[src/hdl/reg_pkg.sv]
// register manager shared definitions
package reg_pkg;

    // bus and register widths
    localparam int REG_W      = 64;
    localparam int REG_ADDR_W = 16;
    localparam int DDR_ADDR_W = 32;

    // register window, in window when bits outside the mask equal the base
    localparam logic [REG_ADDR_W-1:0] ADDR_BASE = 16'h0000;
    localparam logic [REG_ADDR_W-1:0] ADDR_MASK = 16'h00ff;

    // register offsets
    localparam logic [REG_ADDR_W-1:0] TX_CFG_REG    = 16'h0008;
    localparam logic [REG_ADDR_W-1:0] RX_CFG_REG    = 16'h0010;
    localparam logic [REG_ADDR_W-1:0] TX_ADDR_REG   = 16'h0020;
    localparam logic [REG_ADDR_W-1:0] TX_LENGTH_REG = 16'h0028;
    localparam logic [REG_ADDR_W-1:0] TX_PACKET_REG = 16'h0030;
    localparam logic [REG_ADDR_W-1:0] TX_STATUS_REG = 16'h0038;
    localparam logic [REG_ADDR_W-1:0] RX_ADDR_REG   = 16'h0040;
    localparam logic [REG_ADDR_W-1:0] RX_CTRL_REG   = 16'h0048;
    localparam logic [REG_ADDR_W-1:0] RX_STATUS_REG = 16'h0050;
    localparam logic [REG_ADDR_W-1:0] RX_CTRL_REG2  = 16'h0058;
    localparam logic [REG_ADDR_W-1:0] IRQ_REG       = 16'h0060;
    localparam logic [REG_ADDR_W-1:0] SOFT_R_REG    = 16'h0070;

    // tx packet word fields
    localparam int TXP_BODY_LSB = 0;
    localparam int TXP_BODY_W   = 16;
    localparam int TXP_NUM_LSB  = 16;
    localparam int TXP_NUM_W    = 24;
    localparam int TXP_TAIL_LSB = 40;
    localparam int TXP_TAIL_W   = 16;
    localparam int TXP_PRE_BIT  = 59;
    localparam int TXP_MODE_LSB = 60;
    localparam int TXP_MODE_W   = 3;
    localparam int TXP_LOOP_BIT = 63;

    // rx control word fields
    localparam int RXC_FIFO_BIT  = 0;
    localparam int RXC_LINK_BIT  = 1;
    localparam int RXC_SYNC_BIT  = 2;
    localparam int RXC_START_BIT = 3;
    localparam int RXC_TIMES_LSB = 4;
    localparam int RXC_GAP_LSB   = 12;
    localparam int RXC_WIDTH_LSB = 40;

    // widths shared between blocks
    localparam int TX_LEN_W     = 32;
    localparam int LINE_NUM_W   = 24;
    localparam int TX_STATUS_W  = 10;
    localparam int RX_STATUS_W  = 6;
    localparam int RX_FLEN_W    = 16;
    localparam int TX_CNT_W     = 16;
    localparam int RX_CNT_W     = 12;
    localparam int AUTO_TIMES_W = 8;
    localparam int AUTO_GAP_W   = 28;
    localparam int AUTO_WIDTH_W = 8;

    // status word codes, tags and marks
    localparam logic [3:0]  IRQ_CODE_TX   = 4'd1;
    localparam logic [3:0]  IRQ_CODE_RX   = 4'd2;
    localparam logic [3:0]  IRQ_CODE_LOSS = 4'd3;
    localparam logic [3:0]  IRQ_CODE_AUTO = 4'd4;
    localparam logic [3:0]  TX_STATUS_TAG = 4'h9;
    localparam logic [3:0]  RX_STATUS_TAG = 4'ha;
    localparam logic [15:0] TX_IRQ_MARK   = 16'h5aa5;
    localparam logic [15:0] AUTO_IRQ_MARK = 16'hffff;

    // soft reset pulse
    localparam int SOFT_RST_CYCLES = 256;
    localparam int SOFT_CNT_W      = $clog2(SOFT_RST_CYCLES);

endpackage

[src/hdl/reg_bus_stage.sv]
// register bus input pipeline
`timescale 1ns/10ps

module reg_bus_stage
    import reg_pkg::*;
(
    input  logic                  clk,
    input  logic                  rst,
    input  logic                  i_reg_wen,
    input  logic [REG_ADDR_W-1:0] i_reg_waddr,
    input  logic [REG_W-1:0]      i_reg_wdata,
    input  logic                  i_reg_ren,
    input  logic [REG_ADDR_W-1:0] i_reg_raddr,
    output logic                  o_wr_stb,
    output logic [REG_ADDR_W-1:0] o_wr_addr,
    output logic [REG_W-1:0]      o_wr_data,
    output logic                  o_rd_stb,
    output logic [REG_ADDR_W-1:0] o_rd_addr
);

    logic [1:0]                  wen_q, wsel_q, ren_q, rsel_q;
    logic [1:0][REG_ADDR_W-1:0]  waddr_q, raddr_q;
    logic [1:0][REG_W-1:0]       wdata_q;

    // control stages, window hit travels with the strobe
    always_ff @(posedge clk) begin
        if (rst) begin
            wen_q    <= '0;
            ren_q    <= '0;
            wsel_q   <= '0;
            rsel_q   <= '0;
            o_wr_stb <= 1'b0;
            o_rd_stb <= 1'b0;
        end else begin
            wen_q    <= {wen_q[0], i_reg_wen};
            ren_q    <= {ren_q[0], i_reg_ren};
            wsel_q   <= {wsel_q[0], (i_reg_waddr & ~ADDR_MASK) == ADDR_BASE};
            rsel_q   <= {rsel_q[0], (i_reg_raddr & ~ADDR_MASK) == ADDR_BASE};
            o_wr_stb <= wen_q[1] & wsel_q[1];
            o_rd_stb <= ren_q[1] & rsel_q[1];
        end
    end

    // address and data stages
    always_ff @(posedge clk) begin
        waddr_q   <= {waddr_q[0], i_reg_waddr};
        raddr_q   <= {raddr_q[0], i_reg_raddr};
        wdata_q   <= {wdata_q[0], i_reg_wdata};
        o_wr_addr <= waddr_q[1];
        o_rd_addr <= raddr_q[1];
        o_wr_data <= wdata_q[1];
    end

endmodule

[src/hdl/cfg_regs.sv]
// configuration register file
`timescale 1ns/10ps

module cfg_regs
    import reg_pkg::*;
(
    input  logic                    clk,
    input  logic                    rst,
    input  logic                    i_wr_stb,
    input  logic [REG_ADDR_W-1:0]   i_wr_addr,
    input  logic [REG_W-1:0]        i_wr_data,
    input  logic                    i_rd_stb,
    input  logic [REG_ADDR_W-1:0]   i_rd_addr,
    input  logic [TX_STATUS_W-1:0]  i_tx_status,
    input  logic [RX_STATUS_W-1:0]  i_rx_status,
    input  logic [REG_W-1:0]        i_irq_status,
    output logic [DDR_ADDR_W-1:0]   o_tx_base_addr,
    output logic [TX_LEN_W-1:0]     o_tx_total_length,
    output logic [TXP_BODY_W-1:0]   o_tx_packet_body,
    output logic [TXP_NUM_W-1:0]    o_tx_body_num,
    output logic [TXP_TAIL_W-1:0]   o_tx_packet_tail,
    output logic                    o_tx_pre,
    output logic [TXP_MODE_W-1:0]   o_tx_mode,
    output logic                    o_loopback_ena,
    output logic [DDR_ADDR_W-1:0]   o_rx_base_addr,
    output logic                    o_rx_fifo_rd,
    output logic                    o_link_loss_detect_ena,
    output logic                    o_sync_loss_detect_ena,
    output logic [LINE_NUM_W-1:0]   o_line_num_per_intr,
    output logic                    o_auto_start,
    output logic [AUTO_TIMES_W-1:0] o_auto_times,
    output logic [AUTO_GAP_W-1:0]   o_auto_gap,
    output logic [AUTO_WIDTH_W-1:0] o_auto_width,
    output logic                    o_tx_config_done,
    output logic                    o_rx_config_done,
    output logic                    o_soft_rst,
    output logic [REG_W-1:0]        o_reg_rdata
);

    logic [REG_W-1:0]      tx_addr_reg, tx_length_reg, tx_packet_reg;
    logic [REG_W-1:0]      rx_addr_reg, rx_ctrl_reg, rx_ctrl_reg2;
    logic [REG_W-1:0]      rd_word;
    logic [REG_ADDR_W-1:0] wr_off, rd_off;
    logic [SOFT_CNT_W-1:0] soft_cnt;

    // offsets inside the window
    assign wr_off = i_wr_addr & ADDR_MASK;
    assign rd_off = i_rd_addr & ADDR_MASK;

    //////////////////////////////////////////////////////////////////////
    // write decode and config-done strobes
    //////////////////////////////////////////////////////////////////////
    always_ff @(posedge clk) begin
        if (rst) begin
            tx_addr_reg   <= '0;
            tx_length_reg <= '0;
            tx_packet_reg <= '0;
            rx_addr_reg   <= '0;
            rx_ctrl_reg   <= '0;
            rx_ctrl_reg2  <= '0;
        end else if (i_wr_stb) begin
            case (wr_off)
                TX_ADDR_REG:   tx_addr_reg   <= i_wr_data;
                TX_LENGTH_REG: tx_length_reg <= i_wr_data;
                TX_PACKET_REG: tx_packet_reg <= i_wr_data;
                RX_ADDR_REG:   rx_addr_reg   <= i_wr_data;
                RX_CTRL_REG:   rx_ctrl_reg   <= i_wr_data;
                RX_CTRL_REG2:  rx_ctrl_reg2  <= i_wr_data;
                default: ;
            endcase
        end
    end

    always_ff @(posedge clk) begin
        if (rst) begin
            o_tx_config_done <= 1'b0;
            o_rx_config_done <= 1'b0;
        end else begin
            o_tx_config_done <= i_wr_stb && (wr_off == TX_CFG_REG);
            o_rx_config_done <= i_wr_stb && (wr_off == RX_CFG_REG);
        end
    end

    // field slices
    assign o_tx_base_addr    = tx_addr_reg[DDR_ADDR_W-1:0];
    assign o_tx_total_length = tx_length_reg[TX_LEN_W-1:0];
    assign o_tx_packet_body  = tx_packet_reg[TXP_BODY_LSB +: TXP_BODY_W];
    assign o_tx_body_num     = tx_packet_reg[TXP_NUM_LSB +: TXP_NUM_W];
    assign o_tx_packet_tail  = tx_packet_reg[TXP_TAIL_LSB +: TXP_TAIL_W];
    assign o_tx_pre          = tx_packet_reg[TXP_PRE_BIT];
    assign o_tx_mode         = tx_packet_reg[TXP_MODE_LSB +: TXP_MODE_W];
    assign o_loopback_ena    = tx_packet_reg[TXP_LOOP_BIT];

    assign o_rx_base_addr         = rx_addr_reg[DDR_ADDR_W-1:0];
    assign o_rx_fifo_rd           = rx_ctrl_reg[RXC_FIFO_BIT];
    assign o_link_loss_detect_ena = rx_ctrl_reg[RXC_LINK_BIT];
    assign o_sync_loss_detect_ena = rx_ctrl_reg[RXC_SYNC_BIT];
    assign o_auto_start           = rx_ctrl_reg[RXC_START_BIT];
    assign o_auto_times           = rx_ctrl_reg[RXC_TIMES_LSB +: AUTO_TIMES_W];
    assign o_auto_gap             = rx_ctrl_reg[RXC_GAP_LSB +: AUTO_GAP_W];
    assign o_auto_width           = rx_ctrl_reg[RXC_WIDTH_LSB +: AUTO_WIDTH_W];
    assign o_line_num_per_intr    = rx_ctrl_reg2[LINE_NUM_W-1:0];

    //////////////////////////////////////////////////////////////////////
    // soft reset pulse
    //////////////////////////////////////////////////////////////////////
    always_ff @(posedge clk) begin
        if (rst) begin
            o_soft_rst <= 1'b0;
            soft_cnt   <= '0;
        end else if (i_wr_stb && (wr_off == SOFT_R_REG)) begin
            o_soft_rst <= 1'b1;
            soft_cnt   <= SOFT_CNT_W'(SOFT_RST_CYCLES - 1);
        end else if (o_soft_rst) begin
            // drop after the last counted cycle
            if (soft_cnt == '0)
                o_soft_rst <= 1'b0;
            else
                soft_cnt <= soft_cnt - 1'b1;
        end
    end

    //////////////////////////////////////////////////////////////////////
    // read-back
    //////////////////////////////////////////////////////////////////////
    always_comb begin
        case (rd_off)
            TX_ADDR_REG:   rd_word = tx_addr_reg;
            TX_LENGTH_REG: rd_word = tx_length_reg;
            TX_PACKET_REG: rd_word = tx_packet_reg;
            RX_ADDR_REG:   rd_word = rx_addr_reg;
            RX_CTRL_REG:   rd_word = rx_ctrl_reg;
            TX_STATUS_REG: rd_word = {TX_STATUS_TAG, {(REG_W-4-TX_STATUS_W){1'b0}}, i_tx_status};
            RX_STATUS_REG: rd_word = {RX_STATUS_TAG, {(REG_W-4-RX_STATUS_W){1'b0}}, i_rx_status};
            IRQ_REG:       rd_word = i_irq_status;
            default:       rd_word = '0;
        endcase
    end

    // data only in the cycle after the strobe
    always_ff @(posedge clk) begin
        if (rst)
            o_reg_rdata <= '0;
        else
            o_reg_rdata <= i_rd_stb ? rd_word : '0;
    end

    // config writes are spaced, the done strobes never run back to back
    a_done_single: assert property (@(posedge clk) disable iff (rst)
        (o_tx_config_done || o_rx_config_done) |=> !(o_tx_config_done || o_rx_config_done));

endmodule

[src/hdl/auto_intr_gen.sv]
// automatic interrupt pulse train
`timescale 1ns/10ps

module auto_intr_gen
    import reg_pkg::*;
(
    input  logic                    clk,
    input  logic                    rst,
    input  logic                    i_start,
    input  logic [AUTO_TIMES_W-1:0] i_times,
    input  logic [AUTO_GAP_W-1:0]   i_gap,
    input  logic [AUTO_WIDTH_W-1:0] i_width,
    output logic                    o_pulse,
    output logic [AUTO_TIMES_W-1:0] o_count
);

    logic                  start_d;
    logic                  gen_en;
    // gap plus width needs one extra bit
    logic [AUTO_GAP_W:0]   cyc_cnt;
    logic                  start_rise;
    logic                  pulse_end;

    assign start_rise = i_start & ~start_d;
    assign pulse_end  = o_pulse && (cyc_cnt == ({1'b0, i_gap} + i_width));

    always_ff @(posedge clk) begin
        if (rst)
            start_d <= 1'b0;
        else
            start_d <= i_start;
    end

    always_ff @(posedge clk) begin
        if (rst) begin
            gen_en  <= 1'b0;
            cyc_cnt <= '0;
            o_pulse <= 1'b0;
            o_count <= '0;
        end else if (start_rise) begin
            gen_en  <= 1'b1;
            cyc_cnt <= '0;
            o_pulse <= 1'b0;
            o_count <= '0;
        end else if (gen_en) begin
            cyc_cnt <= cyc_cnt + 1'b1;
            if (pulse_end) begin
                // fall of the pulse, restart the gap
                o_pulse <= 1'b0;
                cyc_cnt <= '0;
                o_count <= o_count + 1'b1;
                if (o_count + 1'b1 == i_times)
                    gen_en <= 1'b0;
            end else if (!o_pulse && cyc_cnt == {1'b0, i_gap}) begin
                o_pulse <= 1'b1;
            end
        end else begin
            cyc_cnt <= '0;
            o_pulse <= 1'b0;
        end
    end

    a_no_idle_pulse: assert property (@(posedge clk) disable iff (rst)
        !gen_en |-> !o_pulse);

endmodule

[src/hdl/intr_report.sv]
// interrupt counters and status word
`timescale 1ns/10ps

module intr_report
    import reg_pkg::*;
(
    input  logic                    clk,
    input  logic                    rst,
    input  logic                    i_tx_interrupt,
    input  logic                    i_rx_interrupt,
    input  logic                    i_loss_interrupt,
    input  logic                    i_sync_loss,
    input  logic                    i_link_loss,
    input  logic [RX_STATUS_W-1:0]  i_rx_status,
    input  logic [RX_FLEN_W-1:0]    i_rx_frame_length,
    input  logic                    i_auto_pulse,
    input  logic [AUTO_TIMES_W-1:0] i_auto_count,
    input  logic                    i_soft_rst,
    output logic [REG_W-1:0]        o_irq_status
);

    logic                tx_d, rx_d, loss_d, auto_d;
    logic [TX_CNT_W-1:0] tx_cnt;
    logic [RX_CNT_W-1:0] rx_cnt;

    // delayed levels for edge detect and status latch
    always_ff @(posedge clk) begin
        if (rst) begin
            tx_d   <= 1'b0;
            rx_d   <= 1'b0;
            loss_d <= 1'b0;
            auto_d <= 1'b0;
        end else begin
            tx_d   <= i_tx_interrupt;
            rx_d   <= i_rx_interrupt;
            loss_d <= i_loss_interrupt;
            auto_d <= i_auto_pulse;
        end
    end

    // rising edge counters also cleared by soft reset
    always_ff @(posedge clk) begin
        if (rst || i_soft_rst) begin
            tx_cnt <= '0;
            rx_cnt <= '0;
        end else begin
            if (i_tx_interrupt && !tx_d)
                tx_cnt <= tx_cnt + 1'b1;
            if (i_rx_interrupt && !rx_d)
                rx_cnt <= rx_cnt + 1'b1;
        end
    end

    // status word by priority rx, tx, loss, auto
    always_ff @(posedge clk) begin
        if (rst)
            o_irq_status <= '0;
        else if (rx_d)
            o_irq_status <= {IRQ_CODE_RX, rx_cnt, i_rx_frame_length,
                             {(REG_W-4-RX_CNT_W-RX_FLEN_W){1'b0}}};
        else if (tx_d)
            o_irq_status <= {IRQ_CODE_TX, {(REG_W-4-TX_CNT_W-16){1'b0}}, tx_cnt, TX_IRQ_MARK};
        else if (loss_d)
            o_irq_status <= {IRQ_CODE_LOSS, {(REG_W-4-RX_STATUS_W-2){1'b0}},
                             i_rx_status, i_sync_loss, i_link_loss};
        else if (auto_d)
            o_irq_status <= {IRQ_CODE_AUTO, {(REG_W-4-AUTO_TIMES_W-16){1'b0}},
                             i_auto_count, AUTO_IRQ_MARK};
    end

endmodule

[src/hdl/reg_mgt_top.sv]
// transceiver register manager top
`timescale 1ns/10ps

module reg_mgt_top
    import reg_pkg::*;
(
    input  logic                   clk,
    input  logic                   rst,
    input  logic                   i_reg_wen,
    input  logic [REG_ADDR_W-1:0]  i_reg_waddr,
    input  logic [REG_W-1:0]       i_reg_wdata,
    input  logic                   i_reg_ren,
    input  logic [REG_ADDR_W-1:0]  i_reg_raddr,
    output logic [REG_W-1:0]       o_reg_rdata,
    input  logic                   i_tx_interrupt,
    input  logic                   i_rx_interrupt,
    input  logic                   i_loss_interrupt,
    input  logic                   i_sync_loss,
    input  logic                   i_link_loss,
    input  logic [RX_STATUS_W-1:0] i_rx_status,
    input  logic [TX_STATUS_W-1:0] i_tx_status,
    input  logic [RX_FLEN_W-1:0]   i_rx_frame_length,
    output logic [DDR_ADDR_W-1:0]  o_tx_base_addr,
    output logic [TX_LEN_W-1:0]    o_tx_total_length,
    output logic [TXP_BODY_W-1:0]  o_tx_packet_body,
    output logic [TXP_NUM_W-1:0]   o_tx_body_num,
    output logic [TXP_TAIL_W-1:0]  o_tx_packet_tail,
    output logic                   o_tx_pre,
    output logic [TXP_MODE_W-1:0]  o_tx_mode,
    output logic                   o_loopback_ena,
    output logic [DDR_ADDR_W-1:0]  o_rx_base_addr,
    output logic                   o_rx_fifo_rd,
    output logic                   o_link_loss_detect_ena,
    output logic                   o_sync_loss_detect_ena,
    output logic [LINE_NUM_W-1:0]  o_line_num_per_intr,
    output logic                   o_tx_config_done,
    output logic                   o_rx_config_done,
    output logic                   o_soft_rst,
    output logic                   o_tx_irq,
    output logic                   o_rx_irq,
    output logic                   o_loss_irq
);

    logic                    wr_stb, rd_stb;
    logic [REG_ADDR_W-1:0]   wr_addr, rd_addr;
    logic [REG_W-1:0]        wr_data, irq_status;
    logic                    auto_start, auto_pulse;
    logic [AUTO_TIMES_W-1:0] auto_times, auto_count;
    logic [AUTO_GAP_W-1:0]   auto_gap;
    logic [AUTO_WIDTH_W-1:0] auto_width;

    reg_bus_stage u_bus (
        .clk(clk), .rst(rst),
        .i_reg_wen(i_reg_wen), .i_reg_waddr(i_reg_waddr), .i_reg_wdata(i_reg_wdata),
        .i_reg_ren(i_reg_ren), .i_reg_raddr(i_reg_raddr),
        .o_wr_stb(wr_stb), .o_wr_addr(wr_addr), .o_wr_data(wr_data),
        .o_rd_stb(rd_stb), .o_rd_addr(rd_addr)
    );

    cfg_regs u_cfg (
        .clk(clk), .rst(rst),
        .i_wr_stb(wr_stb), .i_wr_addr(wr_addr), .i_wr_data(wr_data),
        .i_rd_stb(rd_stb), .i_rd_addr(rd_addr),
        .i_tx_status(i_tx_status), .i_rx_status(i_rx_status), .i_irq_status(irq_status),
        .o_tx_base_addr(o_tx_base_addr), .o_tx_total_length(o_tx_total_length),
        .o_tx_packet_body(o_tx_packet_body), .o_tx_body_num(o_tx_body_num),
        .o_tx_packet_tail(o_tx_packet_tail), .o_tx_pre(o_tx_pre), .o_tx_mode(o_tx_mode),
        .o_loopback_ena(o_loopback_ena), .o_rx_base_addr(o_rx_base_addr),
        .o_rx_fifo_rd(o_rx_fifo_rd), .o_link_loss_detect_ena(o_link_loss_detect_ena),
        .o_sync_loss_detect_ena(o_sync_loss_detect_ena),
        .o_line_num_per_intr(o_line_num_per_intr),
        .o_auto_start(auto_start), .o_auto_times(auto_times),
        .o_auto_gap(auto_gap), .o_auto_width(auto_width),
        .o_tx_config_done(o_tx_config_done), .o_rx_config_done(o_rx_config_done),
        .o_soft_rst(o_soft_rst), .o_reg_rdata(o_reg_rdata)
    );

    auto_intr_gen u_auto (
        .clk(clk), .rst(rst),
        .i_start(auto_start), .i_times(auto_times), .i_gap(auto_gap), .i_width(auto_width),
        .o_pulse(auto_pulse), .o_count(auto_count)
    );

    intr_report u_irq (
        .clk(clk), .rst(rst),
        .i_tx_interrupt(i_tx_interrupt), .i_rx_interrupt(i_rx_interrupt),
        .i_loss_interrupt(i_loss_interrupt), .i_sync_loss(i_sync_loss),
        .i_link_loss(i_link_loss), .i_rx_status(i_rx_status),
        .i_rx_frame_length(i_rx_frame_length),
        .i_auto_pulse(auto_pulse), .i_auto_count(auto_count),
        .i_soft_rst(o_soft_rst), .o_irq_status(irq_status)
    );

    // interrupt lines, auto pulses share the rx line
    assign o_tx_irq   = i_tx_interrupt;
    assign o_rx_irq   = i_rx_interrupt | auto_pulse;
    assign o_loss_irq = i_loss_interrupt;

endmodule

[config.mk]
export PLATFORM = sky130hd
export DESIGN_NAME = reg_mgt_top
export DESIGN_NICKNAME = d
export VERILOG_FILES = /design/src/hdl/reg_pkg.sv /design/src/hdl/reg_bus_stage.sv /design/src/hdl/cfg_regs.sv /design/src/hdl/auto_intr_gen.sv /design/src/hdl/intr_report.sv /design/src/hdl/reg_mgt_top.sv
export SDC_FILE = /design/constraint.sdc
export NUM_CORES = 1
export LEC_CHECK = 0
export BUFFER_PORTS_ARGS = -buffer_cell sky130_fd_sc_hd__buf_2
export CORE_ASPECT_RATIO = 0.8
export CORE_MARGIN = 3
export CORE_UTILIZATION = 30
export DETAILED_ROUTE_END_ITERATION = 8
export SETUP_SLACK_MARGIN = 0.4
export SYNTH_ARGS = -nofsm -noshare
export SYNTH_HDL_FRONTEND = slang
export SYNTH_SLANG_ARGS = --single-unit
[constraint.sdc]
create_clock -name clk -period 4.43 [get_ports clk]
set_clock_uncertainty 0.05 [all_clocks]
set_input_delay 0.886 -clock clk [delete_from_list [all_inputs] [get_ports clk]]
set_output_delay 0.886 -clock clk [all_outputs]
set_load 0.02 [all_outputs]
==> impl_metrics.json, run 1 <==
{
  "status": "finished clean",
  "groute.usage.overall_pct": 17.5,
  "hold_path.class": "register to register",
  "hold_viol_final": 0,
  "routedWlPerCell_um": 19.1,
  "yosys.area_share.simple_pct": 18.0,
  "dpl.hpwl_mm": 61.6,
  "holdPathEnd": "u_bus.o_wr_addr[7]$_DFF_P_",
  "clk_latency_ns": 0.65,
  "drc": 0,
  "yosysTopAreaCell": "dfxtp_1",
  "grt-busiest-layer": "met2",
  "worst_pin_slew_ns": 1.19,
  "grt_start_max_net_pins": 143,
  "slew_headroom_pct": 20.3,
  "ys.flop_type": "dfxtp_1",
  "crit_family": "compound AO/OA/AOI/OAI gates",
  "cp_max_fo": 30,
  "r2r_end": "u_auto.cyc_cnt[17]$_SDFF_PP0_",
  "synthCells": 3259,
  "core-area_um2": 95400,
  "grt_antenna_before_repair": 4,
  "synth_top_area_share_pct": 55.0,
  "hold_buffers": 0,
  "rsz0062_at_grt": "false",
  "min-delay-start": "u_bus.waddr_q[23]$_DFF_P_",
  "synth-edff-count": 0,
  "cp.depth": 10,
  "crit_required_ns": 4.91,
  "r2r_cells": 10,
  "cts_tree": "done",
  "worst_path_max_delay_cell": "dfxtp_1",
  "synth-compound-area-share_pct": 14.4,
  "synth_xor_xnor_area_share_pct": 3.37,
  "holdPathStages": 0,
  "die_w_um": 354,
  "critPathCaptureType": "register",
  "dp_cells": 4604,
  "met1_usage_pct": 24.5,
  "r2r_setup_slack_ns": 0.91,
  "die_area_um2": 100000,
  "cpPeakStageDelay_ns": 0.50,
  "initial_utilization_pct": 30.4,
  "fin_crit_sh_pct": 79.5,
  "path_buf_inv": 1,
  "peakVddDrop_v": 0.000275,
  "cts_resized": 0,
  "cts_setup_buffers": 0,
  "finalSetupViolCount": 0,
  "worst_setup_path_start_kind": "register",
  "drive_gt1_share_pct": 18.3,
  "gr-usage-met2_pct": 27.8,
  "synthTopCellsByArea": "dfxtp_1 55%, nand2_1 11%, a21oi_1 7.0%",
  "setup_tns_ns": 0,
  "grtUsageMet3_pct": 3.32,
  "via_per_inst": 4.86,
  "cts_buffers": 84,
  "clockBufferDepth": 3,
  "syn_avg_cell_area_um2": 8.89,
  "postSynth.asyncResetShare_pct": 0,
  "drv_slew": 0,
  "fin_ws_ns": 0.910,
  "cap_viol_max_count": 0,
  "yosys.area_share.adder_pct": 0.673,
  "vias": 23100,
  "h-tree-depth": 3,
  "antenna_left": 0,
  "die_height_um": 284,
  "io_pins": 391,
  "synth_fp_nets": 3411,
  "max_freq_mhz": 284,
  "firstDrtPassIters": 9,
  "place_congestion": 0.842,
  "clock_sinks": 797,
  "port_buffers": 390,
  "yosys-mux-area-fraction_pct": 1.40,
  "yosysWarnings": 0,
  "synth_cell_types": 70,
  "drt-initial-drc-count": 2063,
  "cts_root_buf": "clkbuf_16",
  "dp_slack_ns": 0.868,
  "synth.cell_area_um2": 29000,
  "grt_first_pass_wirelength_mm": 138,
  "synth_top_family_by_area": "simple AND/OR/NAND/NOR gates",
  "reg2reg_from": "u_cfg.rx_ctrl_reg[13]$_SDFFE_PP0P_",
  "worstSetupPathType": "register to register",
  "ys_ff_latch": 797,
  "first_global_vias": 21800,
  "top_register": "u_bus.wdata_q",
  "grt_overflow": 0,
  "area_growth_pct": 17.2,
  "cp.arrival_ns": 4.00,
  "powerDensity_nw_per_um2": 450,
  "rows": 101,
  "fin_crit_ns": 3.52,
  "num-nets-final": 3555,
  "routed_wl_mm": 91.0,
  "clkTransAtPathRegs_ns": 0.06,
  "seq_area_frac_synth_pct": 55.0,
  "leakagePower_nw": 12.6,
  "largest_register_ffs": 128,
  "finalNonFillerCells": 4760,
  "path_cells": "ha_1 > a211oi_1 > o21ai_2 > a41oi_2 > o21ai_0 > a22oi_1 > nand4_4 > o311ai_4 > buf_4 > nor2_1"
}
## final cells by class
class / count / area, um2
Fill cell: 9711 / 61400
Sequential cell: 797 / 16000
Multi-Input combinational cell: 2085 / 11100
Clock buffer: 111 / 2360
Timing Repair Buffer: 422 / 2250
Tap cell: 1287 / 1610
Clock inverter: 44 / 672
Inverter: 13 / 48.8
Antenna cell: 1 / 2.50
## cells in the final DEF (no fill, tap or decap), types with 10 or more instances in the layout
master	netlist	layout
a222oi_1	45	45
clkbuf_1	181	11
clkinv_2	0	12
dfxtp_1	797	796
mux2_2	20	20
nor2_1	188	184
buf_2	2	389
or3_1	22	22
bufinv_16	0	12
inv_1	13	13
a31oi_1	57	57
nor2_2	10	10
nor4_1	23	22
a21oi_1	408	408
clkbuf_8	0	16
xor2_1	53	53
buf_4	157	28
mux2i_1	18	18
xnor2_1	56	56
nand3_1	27	25
ha_1	14	14
nor2b_1	17	17
o21ai_0	28	28
and3_1	18	17
nand4_1	21	21
a22oi_1	81	81
nand2_1	854	852
clkbuf_16	0	84
a221oi_1	16	16
## layer usage
metal,up-vias,part of all wire [%]
li1,11200,-
met1,11100,46
met2,714,45
met3,129,6.3
met4,2,2.1
met5,-,0.012
## cell families (layout without fill, tap and decap cells)
kind of cell / count (synthesis) / in the layout
fa+ha+maj: 15 / 15
mux: 38 / 38
other cells: 0 / 1
buf+inv: 377 / 590
compound gates: 682 / 682
xor+xnor: 110 / 110
flops: 797 / 797
simple gates: 1240 / 1240
## Yosys cell counts, drive strengths merged (3+ instances only)
master,number
a221oi,16
nand2,855
nor3,12
xor2,53
a21oi,409
a31oi,58
nor4,25
o221ai,3
nand3b,5
nor2,198
o21ai,29
a222oi,45
inv,13
and2,11
nor2b,17
xnor2,56
and3b,3
or2,4
buf,183
mux2,20
nand2b,7
nand4,22
or4,3
nand3,27
a211oi,6
o22ai,6
o211ai,6
and4,4
o221a,4
a21o,3
clkbuf,181
mux2i,18
or3,23
ha,14
a22oi,81
dfxtp,797
and3,18
## metrics by stage
step	area (um2)	hold slack (ns)	utilization, %	power, mW
floorplan	29000	0.260	-	7.66
global placement	30900	0.260	32.4	7.83
detailed placement	30900	0.262	32.4	7.83
CTS	34000	0.207	35.6	15.5
global route	34000	0.234	35.6	15.8
finish	34000	0.270	35.6	15.3
## worst max-delay path by stage
| stage | startpoint | to | slack (ns) |
|---|---|---|---|
| floorplan | u_cfg.rx_ctrl_reg[12]$_SDFFE_PP0P_ | u_auto.cyc_cnt[20]$_SDFF_PP0_ | 1.44 |
| global placement | u_cfg.rx_ctrl_reg[13]$_SDFFE_PP0P_ | u_auto.cyc_cnt[6]$_SDFF_PP0_ | 0.92 |
| detailed placement | u_cfg.rx_ctrl_reg[13]$_SDFFE_PP0P_ | u_auto.cyc_cnt[5]$_SDFF_PP0_ | 0.87 |
| CTS | u_cfg.rx_ctrl_reg[13]$_SDFFE_PP0P_ | u_auto.cyc_cnt[8]$_SDFF_PP0_ | 0.88 |
| global route | u_cfg.rx_ctrl_reg[13]$_SDFFE_PP0P_ | u_auto.cyc_cnt[6]$_SDFF_PP0_ | 0.49 |
| finish | u_cfg.rx_ctrl_reg[13]$_SDFFE_PP0P_ | u_auto.cyc_cnt[17]$_SDFF_PP0_ | 0.91 |
## where the power goes
part,switching [mW],total (mW),internal (mW)
clock,3.10,7.63,4.52
sequential,0.110,7.41,7.30
combinational,0.170,0.263,0.0931
(Power assumes the default switching activity.)
==> inputs of run 2 (changes only) <==
Settings changed: ABC_AREA set to 1.
Clock period 4.43 ns to 3.3 ns, I/O delays scaled along.
==> impl_metrics.json, run 2 <==
{
  "status": "finished clean",
  "finalNonFillerCells": 4895,
  "synth-edff-count": 0,
  "setup_tns_ns": 0,
  "met1_usage_pct": 25.7,
  "syn_avg_cell_area_um2": 8.67,
  "worst_pin_slew_ns": 1.35,
  "final_area_um2": 34200,
  "fin_crit_ns": 2.69,
  "h-tree-depth": 3,
  "ys.flop_type": "dfxtp_1",
  "yosysTopAreaCell": "dfxtp_1",
  "place_congestion": 0.936,
  "p_sw_mw": 4.49,
  "die_height_um": 284,
  "clock_sinks": 797,
  "antenna_left": 0,
  "cpMostUsedCell": "nand2_1",
  "postSynth.asyncResetShare_pct": 0,
  "max_freq_mhz": 371,
  "path_buf_inv": 1,
  "clkTransAtPathRegs_ns": 0.07,
  "area_growth_pct": 18.1,
  "yosysMostFrequentCell": "dfxtp_1",
  "routed_wl_mm": 96.1,
  "gr-usage-met2_pct": 27.7,
  "worstSetupPathType": "register to register",
  "layout_commonest_cell": "dfxtp_1",
  "cp.depth": 15,
  "synth.cell_area_um2": 29000,
  "endpoint": "u_auto.cyc_cnt[22]$_SDFF_PP0_",
  "multiInputGateArea_um2": 10300,
  "cp.arrival_ns": 3.16,
  "die_w_um": 354,
  "drt-initial-drc-count": 1964,
  "cts_buffers": 85,
  "fin_crit_sh_pct": 81.6,
  "reg2reg_from": "u_cfg.rx_ctrl_reg[19]$_SDFFE_PP0P_",
  "worst_path_max_delay_cell": "ha_1",
  "ff_latch_area_um2": 16000,
  "fillers": 9772,
  "powerDensity_nw_per_um2": 586,
  "synthTopCellsByArea": "dfxtp_1 55%, a21oi_1 6.4%, nand2_1 6.0%",
  "hold_viol_final": 0,
  "yosysWarnings": 0,
  "grt_first_pass_wirelength_mm": 141,
  "rsz0062_at_grt": "false",
  "synth_top_area_share_pct": 55.0,
  "drv_slew": 0,
  "r2r_cells": 15,
  "seq_area_frac_synth_pct": 55.0,
  "top_register": "u_bus.wdata_q",
  "first_global_vias": 21800,
  "die_area_um2": 100000,
  "hold_slack_ns": 0.0682,
  "final_cell_mix": "796 x dfxtp_1, 466 x nand2_1, 389 x buf_2",
  "groute.usage.overall_pct": 18.4,
  "path_cells": "ha_1 > nand2_2 > inv_1 > a21oi_2 > nand3_2 > nand2_2 > nand2_1 > nand2_1 > nand2_1 > nor2_1 > nand3_2 > nor2_8 > nand2_4 > nand3_4 > nor2_1",
  "r2r_end": "u_auto.cyc_cnt[22]$_SDFF_PP0_",
  "clk_latency_ns": 0.64,
  "synth_cell_types": 53,
  "vias": 23600,
  "synth_common_cells": "797 x dfxtp_1, 467 x nand2_1, 372 x a21oi_1, 301 x o21ai_0, 265 x inv_1",
  "p_sw_share_pct": 22.4,
  "drive_gt1_share_pct": 18.6,
  "critPathLaunch": "u_cfg.rx_ctrl_reg[19]$_SDFFE_PP0P_",
  "combPwrFrac_pct": 2.5,
  "hold_path.class": "input pin to register",
  "ys_ff_latch": 797,
  "grt_start_max_net_pins": 150,
  "seqPwrFrac_pct": 49.3,
  "cap_viol_max_count": 0,
  "grt_overflow": 0,
  "dp_cells": 4729,
  "firstDrtPassIters": 6,
  "power_frac_clock_pct": 48.2,
  "r2r_setup_slack_ns": 0.61,
  "grtUsageMet3_pct": 4.54,
  "crit_required_ns": 3.77,
  "peakVddDrop_v": 0.000364,
  "cts_tree": "done",
  "synthCells": 3343,
  "intPower_mw": 15.6,
  "via_per_inst": 4.81,
  "hold_buffers": 0,
  "io_pins": 391,
  "slew_headroom_pct": 9.81,
  "crit_family": "simple AND/OR/NAND/NOR gates",
  "cpPeakStageDelay_ns": 0.38,
  "core-area_um2": 95400,
  "drc": 0,
  "cp_max_fo": 8,
  "grt-busiest-layer": "met2",
  "dpl.hpwl_mm": 66.4,
  "critPathCaptureType": "register",
  "routedWlPerCell_um": 19.6,
  "rows": 101,
  "leakagePower_nw": 14.1,
  "port_buffers": 390,
  "synth_fp_nets": 3495,
  "initial_utilization_pct": 30.4,
  "largest_register_ffs": 128,
  "num-nets-final": 3689,
  "worst_setup_path_start_kind": "register",
  "clockBufferDepth": 3,
  "finalSetupViolCount": 0,
  "grt_antenna_before_repair": 8,
  "cts_root_buf": "clkbuf_16",
  "postPlaceCellArea_um2": 31300
}
[run 2: cell count changes after synthesis, sizes merged, moves of 36 or more]
cell,previous run,this run
a221oi,16,67
nand2,855,474
a211oi,6,94
o21ai,29,303
inv,13,272
a222oi,45,0
a22oi,81,8
xnor2,56,20
nand3,27,108
nor2,198,238
[run 2: cell type report]
type	count	area share, %
Antenna cell	5	0.0365
Clock inverter	39	1.19
Sequential cell	797	46.6
Tap cell	1287	4.70
Inverter	274	3.04
Clock buffer	114	7.12
Multi-Input combinational cell	1935	30.0
Timing Repair Buffer	444	7.34
[run 2: worst reg2reg max path: cells and delay by family (launching register included)]
kind | cells | cell delay (ns)
simple gates | 12 | 1.52
buf+inv | 1 | 0.07
fa+ha+maj | 1 | 0.38
compound gates | 1 | 0.19
flops | 1 | 0.36
[run 2: worst min path at each step]
stage	start	cells past startpoint	end
after floorplan	u_bus.raddr_q[16]$_DFF_P_	0	u_bus.o_rd_addr[0]$_DFF_P_
after global placement	u_bus.wdata_q[3]$_DFF_P_	0	u_bus.wdata_q[67]$_DFF_P_
after detailed placement	u_bus.raddr_q[17]$_DFF_P_	0	u_bus.o_rd_addr[1]$_DFF_P_
after CTS	i_reg_wdata[51]	1	u_bus.wdata_q[51]$_DFF_P_
after global routing	i_reg_wdata[12]	1	u_bus.wdata_q[12]$_DFF_P_
final	i_reg_wdata[24]	1	u_bus.wdata_q[24]$_DFF_P_
[run 2: cell families after synthesis]
logic type               Yosys count  synth area share, %
flip-flops                       797                 55.0
AND/OR/NAND/NOR                  940                 14.2
adder cells (fa/ha/maj)           15                0.673
XOR/XNOR                          48                 1.45
AO/OA/AOI/OAI                    928                 18.5
buffers and inverters            615                 10.2
[run 2: per-stage QoR]
step                      total power [mW]  util [%]  setup slack (ns)
after global placement                10.6      32.8             0.382
after floorplan                       10.3         -             0.815
after CTS                             20.3      35.8             0.412
after detailed placement              10.6      32.8             0.342
after global routing                  20.8      35.9             0.404
final                                 20.1      35.9             0.606
[run 2: per-layer routing]
metal	wire, um	up-vias	part of all wire [%]
met3	7290	145	7.6
li1	-	11500	-
met2	41300	789	43
met1	44900	11100	47
met4	2610	6	2.7
met5	43	-	0.045
[run 2: repair_timing]
item	4_1_cts	5_1_grt
pin swaps	0	2
setup endpoints to repair	30	39
gates cloned	1	3
setup buffers	0	4
resized for setup	1	13
[run 2: power groups by stage]
stage          logic [mW]  registers (mW)  clock network (mW)
2_1_floorplan       0.266            10.1                   0
3_3_place_gp        0.494            10.1                   0
3_5_place_dp        0.497            10.1                   0
4_1_cts             0.502            9.89                9.94
5_1_grt             0.557            9.90                10.3
6_report            0.508            9.89                9.68
==> inputs of run 3 (changes only) <==
Clock period 3.3 ns to 2.5 ns, I/O delays scaled along.
==> impl_metrics.json, run 3 (synthesis gave the netlist of run 2 again) <==
{
  "groute.usage.overall_pct": 18.9,
  "drive_gt1_share_pct": 21.7,
  "num-nets-final": 3865,
  "vias": 24400,
  "grt_overflow": 0,
  "grtUsageMet3_pct": 4.95,
  "finalSetupViolCount": 38,
  "io_pins": 391,
  "via_per_inst": 4.80,
  "worst_pin_slew_ns": 0.708,
  "fin_ws_ns": -0.127,
  "path_cells": "ha_4 > fa_2 > nand2_2 > nand2_4 > nand3_4 > nand2_4 > buf_4 > nand3_2 > nand2_1 > nand2_2 > nor2_2 > nand3_2 > nor2_4 > buf_4 > nand2_4 > nand3_4 > clkbuf_16 > nor3_2",
  "power_frac_clock_pct": 48.8,
  "seqPwrFrac_pct": 48.1,
  "die_height_um": 284,
  "holdPathStages": 3,
  "violations": "negative setup slack",
  "die_w_um": 354,
  "peakVddDrop_v": 0.000463,
  "crit_required_ns": 3.03,
  "clk_latency_ns": 0.65,
  "postPlaceCellArea_um2": 32100,
  "cts_tree": "done",
  "drt-initial-drc-count": 1792,
  "grt_first_pass_wirelength_mm": 145,
  "final_cell_mix": "794 x dfxtp_1, 455 x nand2_1, 389 x buf_2",
  "cp.arrival_ns": 3.16,
  "powerDensity_nw_per_um2": 744,
  "p_sw_share_pct": 22.3,
  "firstDrtPassIters": 5,
  "rows": 101,
  "slew_headroom_pct": 52.8,
  "max_freq_mhz": 381,
  "fin_crit_sh_pct": 105,
  "largest_register_ffs": 128,
  "routedWlPerCell_um": 19.5,
  "initial_utilization_pct": 30.4,
  "cts_buffers": 84,
  "clkTransAtPathRegs_ns": 0.07,
  "die_area_um2": 100000,
  "top_register": "u_bus.wdata_q",
  "cap_viol_max_count": 0,
  "cpMostUsedCell": "nand2_4",
  "p_sw_mw": 6.06,
  "fin_crit_ns": 2.63,
  "clock_sinks": 797,
  "gr-usage-met2_pct": 29.0,
  "layout_commonest_cell": "dfxtp_1",
  "drv_slew": 0,
  "leakagePower_nw": 15.1,
  "area_growth_pct": 25.8,
  "worstSetupPathType": "register to register",
  "hold_viol_final": 0,
  "first_global_vias": 22900,
  "place_congestion": 0.928,
  "setup_tns_ns": -3.02,
  "h-tree-depth": 3,
  "worst_setup_path_start_kind": "register",
  "worst_path_max_delay_cell": "fa_2",
  "cp_max_fo": 6,
  "grt-busiest-layer": "met2",
  "rsz0062_at_grt": "true",
  "hold_path.class": "input pin to register",
  "dpl.hpwl_mm": 69.0,
  "antenna_left": 0,
  "critPathCaptureType": "register",
  "final_area_um2": 36500,
  "cpPeakStageDelay_ns": 0.37,
  "intPower_mw": 21.1,
  "routed_wl_mm": 98.9,
  "met1_usage_pct": 25.7,
  "cts_root_buf": "clkbuf_16",
  "grt_antenna_before_repair": 10,
  "grt_start_max_net_pins": 124,
  "status": "finished with violations",
  "final_util_pct": 38.2,
  "clockBufferDepth": 3,
  "core-area_um2": 95400,
  "drc": 0,
  "port_buffers": 390,
  "combPwrFrac_pct": 3.1,
  "r2r_cells": 18
}
## run 3: per-layer routing
metal	wire, um	part of all wire [%]
met1	44700	45
met2	43100	44
met3	8290	8.4
met4	2840	2.9
met5	12	0.012
## run 3: final cells by class
class / instances / area, um2
multi-input combinational: 1932 / 10600
clock buffer: 111 / 2370
timing repair buffer: 624 / 4330
sequential: 797 / 16000
antenna: 5 / 12.5
fill: 9585 / 58900
tap: 1287 / 1610
inverter: 274 / 1050
clock inverter: 45 / 578
## run 3: timing repair
item	in CTS	in global routing
setup buffers	5	5
cloned	2	3
hold endpoints to repair	84	0
endpoints found under the setup margin	62	157
hold buffers	86	0
gates resized for setup	30	56
pin swaps	13	15
## run 3: stage by stage
stage | worst slack (ns) | hold slack [ns] | total power [mW] | std cells
2_1_floorplan | 0.103 | 0.260 | 13.6 | 3343
3_3_place_gp | -0.134 | 0.260 | 14.0 | 4813
3_5_place_dp | -0.187 | 0.262 | 14.0 | 4813
4_1_cts | -0.0887 | 0.00917 | 27.4 | 5062
5_1_grt | -0.283 | 0.0309 | 28.0 | 5071
6_report | -0.127 | 0.0548 | 27.1 | 5075
## run 3: critical path, delay by kind of cell (launching register included)
family	cells	cell delay, ns
AND/OR/NAND/NOR	13	1.09
buffers and inverters	3	0.54
adder cells (fa/ha/maj)	2	0.53
flip-flops	1	0.34
## run 3: power by group through the flow
stage	Sequential [mW]	Combinational (mW)	Clock [mW]
floorplan	13.3	0.353	0
global placement	13.3	0.700	0
detailed placement	13.3	0.702	0
CTS	13.0	0.819	13.6
global route	13.1	0.913	14.1
finish	13.0	0.835	13.3
## run 3: path summary, 6_finish.rpt
kind / startpoint / end / slack [ns]
worst min register to register: u_bus.wdata_q[38]$_DFF_P_ / u_bus.wdata_q[102]$_DFF_P_ / 0.27
worst max register to register: u_cfg.rx_ctrl_reg[40]$_SDFFE_PP0P_ / u_auto.cyc_cnt[20]$_SDFF_PP0_ / -0.13
worst min-delay path: i_rx_interrupt / u_irq.rx_d$_SDFF_PP0_ / 0.05
worst max-delay path: u_cfg.rx_ctrl_reg[40]$_SDFFE_PP0P_ / u_auto.cyc_cnt[20]$_SDFF_PP0_ / -0.13
